===== src/hw/sifhPkg.sv =====
// sifh shared definitions
// widths, value types, default sizes and the pass encoding used by
// the two-pass time-of-flight histogram blocks
`default_nettype none

package sifhPkg;

    // ******************************
    // widths
    // ******************************
    // raw timestamp from the pixel front end
    localparam int TS_W         = 8;
    // coarse bin uses the upper bits of the timestamp
    localparam int BIN_W        = 6;
    localparam int BINS_PER_HIS = 64;
    // saturating count per bin
    localparam int CNT_W        = 8;
    // fine window spans 2 * HALF_WIN timestamps
    localparam int HALF_WIN     = 32;

    // ******************************
    // types
    // ******************************
    typedef logic [TS_W-1:0]  timestampT;
    typedef logic [BIN_W-1:0] binT;
    typedef logic [CNT_W-1:0] countT;

    // coarse pass first, then fine pass
    typedef enum logic [0:0] {
        COARSE_PASS = 1'b0,
        FINE_PASS   = 1'b1
    } passT;

    // default frame geometry
    localparam int DEF_PIXEL_NUM = 4;
    localparam int DEF_DATA_NUM  = 4;
    localparam int DEF_ACQ_NUM   = 8;

endpackage

`default_nettype wire


===== src/hw/sampleIf.sv =====
// sample bus between front end and histogram tracker
// one filtered timestamp per cycle with its bin, pixel and pass tags
`default_nettype none

interface sampleIf #(
    parameter int pixelNum = sifhPkg::DEF_PIXEL_NUM
);
    import sifhPkg::*;

    localparam int PIX_W = (pixelNum > 1) ? $clog2(pixelNum) : 1;

    // valid and bin come from the filter
    logic             valid;
    binT              bin;
    // pixel, pass and end marker come from the sequencer
    logic [PIX_W-1:0] pixel;
    passT             pass;
    logic             lastOfPass;

    modport front   (output valid, bin, pixel, pass, lastOfPass);
    modport tracker (input valid, bin, pixel, pass, lastOfPass);

endinterface

`default_nettype wire


===== src/hw/binAddressFilter.sv =====
// bin address filter
// coarse pass: upper timestamp bits become the bin
// fine pass: timestamp is checked against the pixel window and its
// offset from the window start becomes the bin
`default_nettype none

module binAddressFilter #(
    parameter int pixelNum = sifhPkg::DEF_PIXEL_NUM,
    localparam int PIX_W   = (pixelNum > 1) ? $clog2(pixelNum) : 1
) (
    input  logic               clk,
    input  logic               combin_res,
    input  logic               wrEn,
    input  sifhPkg::timestampT data,
    input  logic [PIX_W-1:0]   curPixel,
    input  sifhPkg::passT      curPass,
    input  sifhPkg::timestampT winLow [pixelNum],
    sampleIf.front             front
);
    import sifhPkg::*;

    // upper window bound relative to winLow
    localparam timestampT WIN_SPAN = timestampT'(2 * HALF_WIN - 1);

    timestampT winBase;
    timestampT winHigh;
    timestampT offset;
    logic      inWin;
    binT       binNext;

    // ******************************
    // window check and bin select
    // ******************************
    always_comb begin
        winBase = winLow[curPixel];
        // windows are clamped to 192 so this never wraps
        winHigh = winBase + WIN_SPAN;
        offset  = data - winBase;
        inWin   = (data >= winBase) && (data <= winHigh);

        if (curPass == COARSE_PASS) begin
            // drop the low bits
            binNext = data[TS_W-1 -: BIN_W];
        end else begin
            binNext = offset[BIN_W-1:0];
        end
    end

    // ******************************
    // sample register
    // ******************************
    always_ff @(posedge clk or negedge combin_res) begin
        if (!combin_res) begin
            front.valid <= 1'b0;
        end else begin
            // out of window fine samples are discarded here
            front.valid <= wrEn && ((curPass == COARSE_PASS) || inWin);
        end
    end

    // bin is payload only, qualified by valid
    always_ff @(posedge clk) begin
        if (wrEn) begin
            front.bin <= binNext;
        end
    end

endmodule

`default_nettype wire


===== src/hw/acqSequencer.sv =====
// acquisition sequencer
// counts accepted samples, pixels and acquisitions, toggles between the
// coarse and fine pass and holds busy while the pipeline drains
`default_nettype none

module acqSequencer #(
    parameter int pixelNum = sifhPkg::DEF_PIXEL_NUM,
    parameter int dataNum  = sifhPkg::DEF_DATA_NUM,
    parameter int acqNum   = sifhPkg::DEF_ACQ_NUM,
    localparam int PIX_W   = (pixelNum > 1) ? $clog2(pixelNum) : 1
) (
    input  logic             clk,
    input  logic             combin_res,
    input  logic             wrEn,
    output logic             busy,
    output logic [PIX_W-1:0] curPixel,
    output sifhPkg::passT    curPass,
    sampleIf.front           front
);
    import sifhPkg::*;

    localparam int SMP_W = (dataNum > 1) ? $clog2(dataNum) : 1;
    localparam int ACQ_W = (acqNum > 1) ? $clog2(acqNum) : 1;
    // busy spans filter, tracker and window update
    localparam int DRAIN_CYC = 3;

    logic [SMP_W-1:0] smpCnt;
    logic [PIX_W-1:0] pixCnt;
    logic [ACQ_W-1:0] acqCnt;
    passT             passState;
    logic [1:0]       drainCnt;

    logic accept;
    logic lastSmp;
    logic lastPix;
    logic lastAcq;
    logic passEnd;

    // wrEn during drain is dropped
    assign accept  = wrEn && !busy;
    assign lastSmp = (smpCnt == SMP_W'(dataNum - 1));
    assign lastPix = (pixCnt == PIX_W'(pixelNum - 1));
    assign lastAcq = (acqCnt == ACQ_W'(acqNum - 1));
    assign passEnd = accept && lastSmp && lastPix && lastAcq;

    assign curPixel = pixCnt;
    assign curPass  = passState;

    // ******************************
    // counters and pass state
    // ******************************
    always_ff @(posedge clk or negedge combin_res) begin
        if (!combin_res) begin
            smpCnt    <= '0;
            pixCnt    <= '0;
            acqCnt    <= '0;
            passState <= COARSE_PASS;
        end else if (accept) begin
            smpCnt <= lastSmp ? '0 : smpCnt + 1'b1;
            // pixel steps after its dataNum samples
            if (lastSmp) begin
                pixCnt <= lastPix ? '0 : pixCnt + 1'b1;
                if (lastPix) begin
                    acqCnt <= lastAcq ? '0 : acqCnt + 1'b1;
                end
            end
            if (passEnd) begin
                passState <= (passState == COARSE_PASS) ? FINE_PASS : COARSE_PASS;
            end
        end
    end

    // ******************************
    // sample tags and drain window
    // ******************************
    always_ff @(posedge clk or negedge combin_res) begin
        if (!combin_res) begin
            front.pixel      <= '0;
            front.pass       <= COARSE_PASS;
            front.lastOfPass <= 1'b0;
            busy             <= 1'b0;
            drainCnt         <= '0;
        end else begin
            // tags hold the last accepted sample, pass included
            if (accept) begin
                front.pixel <= pixCnt;
                front.pass  <= passState;
            end
            front.lastOfPass <= passEnd;

            if (passEnd) begin
                busy     <= 1'b1;
                drainCnt <= 2'(DRAIN_CYC - 1);
            end else if (busy) begin
                if (drainCnt == '0) begin
                    busy <= 1'b0;
                end else begin
                    drainCnt <= drainCnt - 1'b1;
                end
            end
        end
    end

endmodule

`default_nettype wire


===== src/hw/histPeakTracker.sv =====
// histogram and peak tracker
// per-pixel bin counts in a register array with a valid bit per bin,
// saturating increment and a running peak per pixel, cleared between
// passes
`default_nettype none

module histPeakTracker #(
    parameter int pixelNum = sifhPkg::DEF_PIXEL_NUM
) (
    input  logic         clk,
    input  logic         combin_res,
    sampleIf.tracker     smp,
    output sifhPkg::binT peakBin [pixelNum],
    output logic         passDone
);
    import sifhPkg::*;

    localparam int PIX_W     = (pixelNum > 1) ? $clog2(pixelNum) : 1;
    localparam int BIN_TOTAL = pixelNum * BINS_PER_HIS;
    localparam countT CNT_MAX = '1;

    // ******************************
    // storage
    // ******************************
    countT                hisMem [BIN_TOTAL];
    // stale bins read as zero
    logic [BIN_TOTAL-1:0] binValid;
    countT                maxCnt [pixelNum];

    logic [PIX_W+BIN_W-1:0] addr;
    countT                  oldCnt;
    countT                  newCnt;

    // pixel selects the histogram, bin the entry inside it
    assign addr = {smp.pixel, smp.bin};

    // read-modify-write in one cycle
    always_comb begin
        oldCnt = binValid[addr] ? hisMem[addr] : '0;
        // hold at full scale
        if (oldCnt == CNT_MAX) begin
            newCnt = oldCnt;
        end else begin
            newCnt = oldCnt + 1'b1;
        end
    end

    always_ff @(posedge clk) begin
        if (smp.valid) begin
            hisMem[addr] <= newCnt;
        end
    end

    // ******************************
    // valid bits and peak search
    // ******************************
    always_ff @(posedge clk or negedge combin_res) begin
        if (!combin_res) begin
            binValid <= '0;
            passDone <= 1'b0;
            for (int i = 0; i < pixelNum; i++) begin
                maxCnt[i]  <= '0;
                peakBin[i] <= '0;
            end
        end else begin
            // last sample updates first, passDone follows
            passDone <= smp.lastOfPass;

            if (passDone) begin
                // peaks were taken by the window calc this cycle
                binValid <= '0;
                for (int i = 0; i < pixelNum; i++) begin
                    maxCnt[i]  <= '0;
                    peakBin[i] <= '0;
                end
            end else if (smp.valid) begin
                binValid[addr] <= 1'b1;
                // strictly greater, earlier bin wins ties
                if (newCnt > maxCnt[smp.pixel]) begin
                    maxCnt[smp.pixel]  <= newCnt;
                    peakBin[smp.pixel] <= smp.bin;
                end
            end
        end
    end

endmodule

`default_nettype wire


===== src/hw/windowCalc.sv =====
// window calculator
// after the coarse pass: peak bin -> clamped 64-wide fine window
// after the fine pass: window start plus fine peak -> timestamp estimate
`default_nettype none

module windowCalc #(
    parameter int pixelNum = sifhPkg::DEF_PIXEL_NUM
) (
    input  logic               clk,
    input  logic               combin_res,
    input  logic               passDone,
    input  sifhPkg::passT      curPass,
    input  sifhPkg::binT       peakBin [pixelNum],
    output sifhPkg::timestampT winLow [pixelNum],
    output sifhPkg::timestampT result [pixelNum],
    output logic               resultValid
);
    import sifhPkg::*;

    // highest legal window start, 255 - 63
    localparam timestampT WIN_TOP = timestampT'(2**TS_W - 2 * HALF_WIN);

    timestampT centre  [pixelNum];
    timestampT winNext [pixelNum];

    // ******************************
    // clamped window start
    // ******************************
    always_comb begin
        for (int i = 0; i < pixelNum; i++) begin
            // coarse bin back to timestamp scale
            centre[i] = timestampT'(peakBin[i]) << (TS_W - BIN_W);
            if (centre[i] <= timestampT'(HALF_WIN)) begin
                winNext[i] = '0;
            end else if (centre[i] > WIN_TOP - 1'b1) begin
                winNext[i] = WIN_TOP;
            end else begin
                winNext[i] = centre[i] - timestampT'(HALF_WIN);
            end
        end
    end

    always_ff @(posedge clk or negedge combin_res) begin
        if (!combin_res) begin
            resultValid <= 1'b0;
            for (int i = 0; i < pixelNum; i++) begin
                winLow[i] <= '0;
                result[i] <= '0;
            end
        end else begin
            resultValid <= 1'b0;
            // curPass is the pass that just ended
            if (passDone && (curPass == COARSE_PASS)) begin
                for (int i = 0; i < pixelNum; i++) begin
                    winLow[i] <= winNext[i];
                end
            end else if (passDone) begin
                for (int i = 0; i < pixelNum; i++) begin
                    result[i] <= winLow[i] + timestampT'(peakBin[i]);
                end
                resultValid <= 1'b1;
            end
        end
    end

endmodule

`default_nettype wire


===== src/hw/sifhTop.sv =====
// sifh top level
// two-pass time-of-flight histogram for a small pixel group
// sequencer and filter share the input stream, the tracker builds the
// histograms, the window calc closes the loop back to the filter
`default_nettype none

module sifhTop #(
    parameter int pixelNum = sifhPkg::DEF_PIXEL_NUM,
    parameter int dataNum  = sifhPkg::DEF_DATA_NUM,
    parameter int acqNum   = sifhPkg::DEF_ACQ_NUM
) (
    input  logic                               clk,
    input  logic                               combin_res,
    input  logic                               wrEn,
    input  sifhPkg::timestampT                 data,
    output logic                               busy,
    output logic                               resultValid,
    output logic [pixelNum*sifhPkg::TS_W-1:0]  result
);
    import sifhPkg::*;

    localparam int PIX_W = (pixelNum > 1) ? $clog2(pixelNum) : 1;

    // ******************************
    // internal links
    // ******************************
    sampleIf #(.pixelNum(pixelNum)) smpBus ();

    logic [PIX_W-1:0] curPixel;
    passT             curPass;
    logic             acceptEn;
    logic             passDone;
    timestampT        winLow    [pixelNum];
    timestampT        resultArr [pixelNum];
    binT              peakBin   [pixelNum];

    // filter sees only samples the sequencer counts
    assign acceptEn = wrEn && !busy;

    acqSequencer #(
        .pixelNum(pixelNum),
        .dataNum (dataNum),
        .acqNum  (acqNum)
    ) uSeq (
        .clk       (clk),
        .combin_res(combin_res),
        .wrEn      (wrEn),
        .busy      (busy),
        .curPixel  (curPixel),
        .curPass   (curPass),
        .front     (smpBus.front)
    );

    binAddressFilter #(.pixelNum(pixelNum)) uFilter (
        .clk       (clk),
        .combin_res(combin_res),
        .wrEn      (acceptEn),
        .data      (data),
        .curPixel  (curPixel),
        .curPass   (curPass),
        .winLow    (winLow),
        .front     (smpBus.front)
    );

    histPeakTracker #(.pixelNum(pixelNum)) uTracker (
        .clk       (clk),
        .combin_res(combin_res),
        .smp       (smpBus.tracker),
        .peakBin   (peakBin),
        .passDone  (passDone)
    );

    // bus pass tag still names the pass that just finished
    windowCalc #(.pixelNum(pixelNum)) uWin (
        .clk        (clk),
        .combin_res (combin_res),
        .passDone   (passDone),
        .curPass    (smpBus.pass),
        .peakBin    (peakBin),
        .winLow     (winLow),
        .result     (resultArr),
        .resultValid(resultValid)
    );

    // pixel 0 in the low byte
    always_comb begin
        for (int i = 0; i < pixelNum; i++) begin
            result[i*TS_W +: TS_W] = resultArr[i];
        end
    end

endmodule

`default_nettype wire


===== config.mk =====
export PLATFORM = sky130hd
export DESIGN_NAME = sifhTop
export DESIGN_NICKNAME = d
export VERILOG_FILES = /design/src/hw/sifhPkg.sv /design/src/hw/sampleIf.sv /design/src/hw/binAddressFilter.sv /design/src/hw/acqSequencer.sv /design/src/hw/histPeakTracker.sv /design/src/hw/windowCalc.sv /design/src/hw/sifhTop.sv
export SDC_FILE = /design/constraint.sdc
export NUM_CORES = 2
export LEC_CHECK = 0
export BUFFER_PORTS_ARGS = -buffer_cell sky130_fd_sc_hd__buf_2
export CAP_MARGIN = 20
export CORE_MARGIN = 3
export CORE_UTILIZATION = 45
export CTS_CLUSTER_SIZE = 40
export DETAILED_ROUTE_END_ITERATION = 16
export PLACE_DENSITY = 0.71
export SYNTH_ARGS = -nofsm -noshare
export SYNTH_HDL_FRONTEND = slang
export SYNTH_SLANG_ARGS = --single-unit

===== constraint.sdc =====
create_clock -name clk -period 33.6 [get_ports clk]
set_clock_uncertainty 0.15 [all_clocks]
set_input_delay 3.36 -clock clk [delete_from_list [all_inputs] [get_ports clk]]
set_output_delay 3.36 -clock clk [all_outputs]
set_load 0.02 [all_outputs]

==> out/qor.txt <==
Cells after Synth - 5355
cell area after layout - 108000 um^2
delay-heaviest family, CP - buffers and inverters
H-tree depth - 4
Ys Warns - 0
minimum clock period - 12.45 ns
Worst-Skew Late Latency - 0.87 ns
Rel. slew slack - 0.142
die area - 222000 um^2
startpoint types - register
CTS tree - built
CTS Root Cell - clkbuf_16
Worst path most repeated cell - o21a_1
register area share after synthesis - 0.732
die height - 471 um
Post-DP HPWL - 154000 um
Initial Util - 0.453
largest net degree at the start of global routing - 261
Post-synth EDFFs - 2054
1st-iter DRT viols - 7855
P&R area growth vs syn - 11.0%
FF-to-FF setup slack - 21.15 ns
fraction of layout cells with a size suffix above 1 - 0.203
Reg area - 71300 um^2
CP max stage cell - edfxtp_1
CP max stage delay - 0.99 ns
FFs w/ async S/R, synth - 0.158
hold_ws - 0.196 ns
initial antenna violation count - 8
total CTS buffers - 227
first-pass GRT wire length - 375000 um
Syn Area/Cell - 18.2 um^2
area of the multi-input gates - 24200 um^2
Worst Slack Setup Final - 21.15 ns
setup violators final - 0
remaining antenna violation count after routing - 0
# rows - 170
vias - 52900
post-place instance area - 100000 um^2
gr ovfl total - 0
IO Count - 45
wire per inst - 30.7 um
fmax - 0.0803 GHz
WL final - 260000 um
Worst setup EP type - register
nets - 5494
Req. time, crit path - 34.19 ns
post-layout util - 0.503
CP arrival - 13.04 ns
VDD IR max - 0.149 mV
# fillers - 16900
GRT Util Overall - 0.232
Placer Congestion - 0.942
RSZ-0062 raised after global routing - no
Remaining DRCs - 0
Worst-Margin Slew - 1.29 ns
Clock transition at path regs - 0.06 ns
Netlist cell types - 94
setup tns final - 0 ns
Post-Syn Area - 97500 um^2
clock sink total - 2440
core area - 215000 um^2
fin. max-slew vios - 0
pre-CTS setup slack - 21.16 ns
IO Port Bufs - 44
Max-cap violations - 0
Seq cells post-synth - 2440
Mapped Nets - 5414
critical path fanouts, max - 113
WP buf/inv - 6
clock buffer depth - 3
die width - 471 um
Power per Cell Area - 66.0 nW/um^2
Vias/cell - 6.25
router iterations before antenna repair - 12
Post-CTS Resized - 0
Final Hold Viols - 0
Lkg Pwr - 36.8 nW
Hold Crit Class - reg -> reg
Final Cycle Share - 0.370
status - finished, final reports clean
top_reg_cell synth - edfxtp_1
# Post-CTS Setup Buffers - 0
vias in the first global route - 51800
Crit Path Category - reg -> reg
Hold-fix buffers, CTS - 0
cells in the final DEF (no fill, tap or decap), types with 43 or more instances in the layout:
| cell | n |
|---|---|
| buf_2 | 44 |
| clkbuf_1 | 64 |
| mux4_2 | 546 |
| nand2_1 | 177 |
| edfxtp_1 | 2054 |
| clkbuf_16 | 231 |
| o21ai_0 | 51 |
| ha_1 | 43 |
| nand3_1 | 63 |
| buf_4 | 92 |
| a22oi_1 | 182 |
| nor2_1 | 773 |
| a21oi_1 | 128 |
| dfrtp_1 | 384 |
| mux2i_1 | 173 |
routing by layer:
| metal | wire, um | vias to the layer above | GRT usage |
|---|---|---|---|
| met3 | 30800 | 639 | 0.0691 |
| met1 | 97100 | 27600 | 0.314 |
| met5 | 252 | - | 0.00606 |
| li1 | - | 21300 | - |
| met4 | 13200 | 10 | 0.105 |
| met2 | 119000 | 3392 | 0.348 |
worst paths after layout:
check                                       from                endpoint  cells after the start
setup / recovery            uFilter.front.bin[1]     uTracker.maxCnt[17]                     28
hold / removal             uSeq.front.lastOfPass       uTracker.passDone                      0
setup reg to reg            uFilter.front.bin[1]     uTracker.maxCnt[17]                     28
hold reg to reg            uSeq.front.lastOfPass       uTracker.passDone                      0
max in group asynchronous             combin_res   uTracker.binValid[67]                      5
min in group asynchronous             combin_res  uTracker.binValid[232]                      1
report_power, final:
| group | internal, W | switching (W) | total, W |
|---|---|---|---|
| registers | 0.00361 | 0.0000701 | 0.00368 |
| logic | 0.000256 | 0.000649 | 0.000904 |
| clock network | 0.00143 | 0.00113 | 0.00256 |
synth_stat cells (61+ instances only):
master | number | area share
a22oi_1 | 182 | 0.014
dfrtp_1 | 386 | 0.099
mux2i_1 | 174 | 0.018
mux4_2 | 546 | 0.13
a21oi_1 | 128 | 0.0066
clkbuf_1 | 137 | 0.0053
nand2_1 | 180 | 0.0069
nand3_1 | 66 | 0.0034
nor2_1 | 773 | 0.030
edfxtp_1 | 2054 | 0.63
buf_2 | 61 | 0.0031
layout make-up:
type | instances | area share
sequential | 2440 | 0.659
multi-input combinational | 2550 | 0.224
inverter | 46 | 0.00166
tap | 2838 | 0.0328
clock buffer | 310 | 0.0575
clock inverter | 117 | 0.0109
timing repair buffer | 170 | 0.0142
antenna | 3 | 0.0000693
logic make-up after synthesis:
group,Yosys count,share of synthesized area
xor+xnor,25,0.00232
compound gates,555,0.0398
fa+ha+maj,48,0.00654
mux,752,0.148
buf+inv,365,0.0212
simple gates,1170,0.0508
flops,2440,0.732
state kept, by name, summed over array words and instances, names as in the netlist, 2 cells and up:
register           cells
uTracker.binValid    256
uTracker.hisMem     2048
uSeq.smpCnt            2
uSeq.front.pixel       2
uWin.result           32
uSeq.drainCnt          2
uSeq.acqCnt            3
uFilter.front.bin      6
uTracker.peakBin      24
uSeq.curPixel          2
uTracker.maxCnt       32
uWin.winLow           24
worst reg2reg max path, delay by kind of cell, from the launching register on:
family          cells  cell delay (ns)
compound gates     12             3.46
fa+ha+maj           2             0.86
flops               1             0.99
mux                 2             0.87
buf+inv             6             4.56
simple gates        6             1.43
stage by stage:
stage | power (W) | instances
floorplan | 0.00434 | 5355
global placement | 0.00458 | 8014
detailed placement | 0.00462 | 8017
CTS | 0.00714 | 8444
global route | 0.00736 | 8471
finish | 0.00715 | 8474
Note: power is estimated with default switching activity, not from simulation.
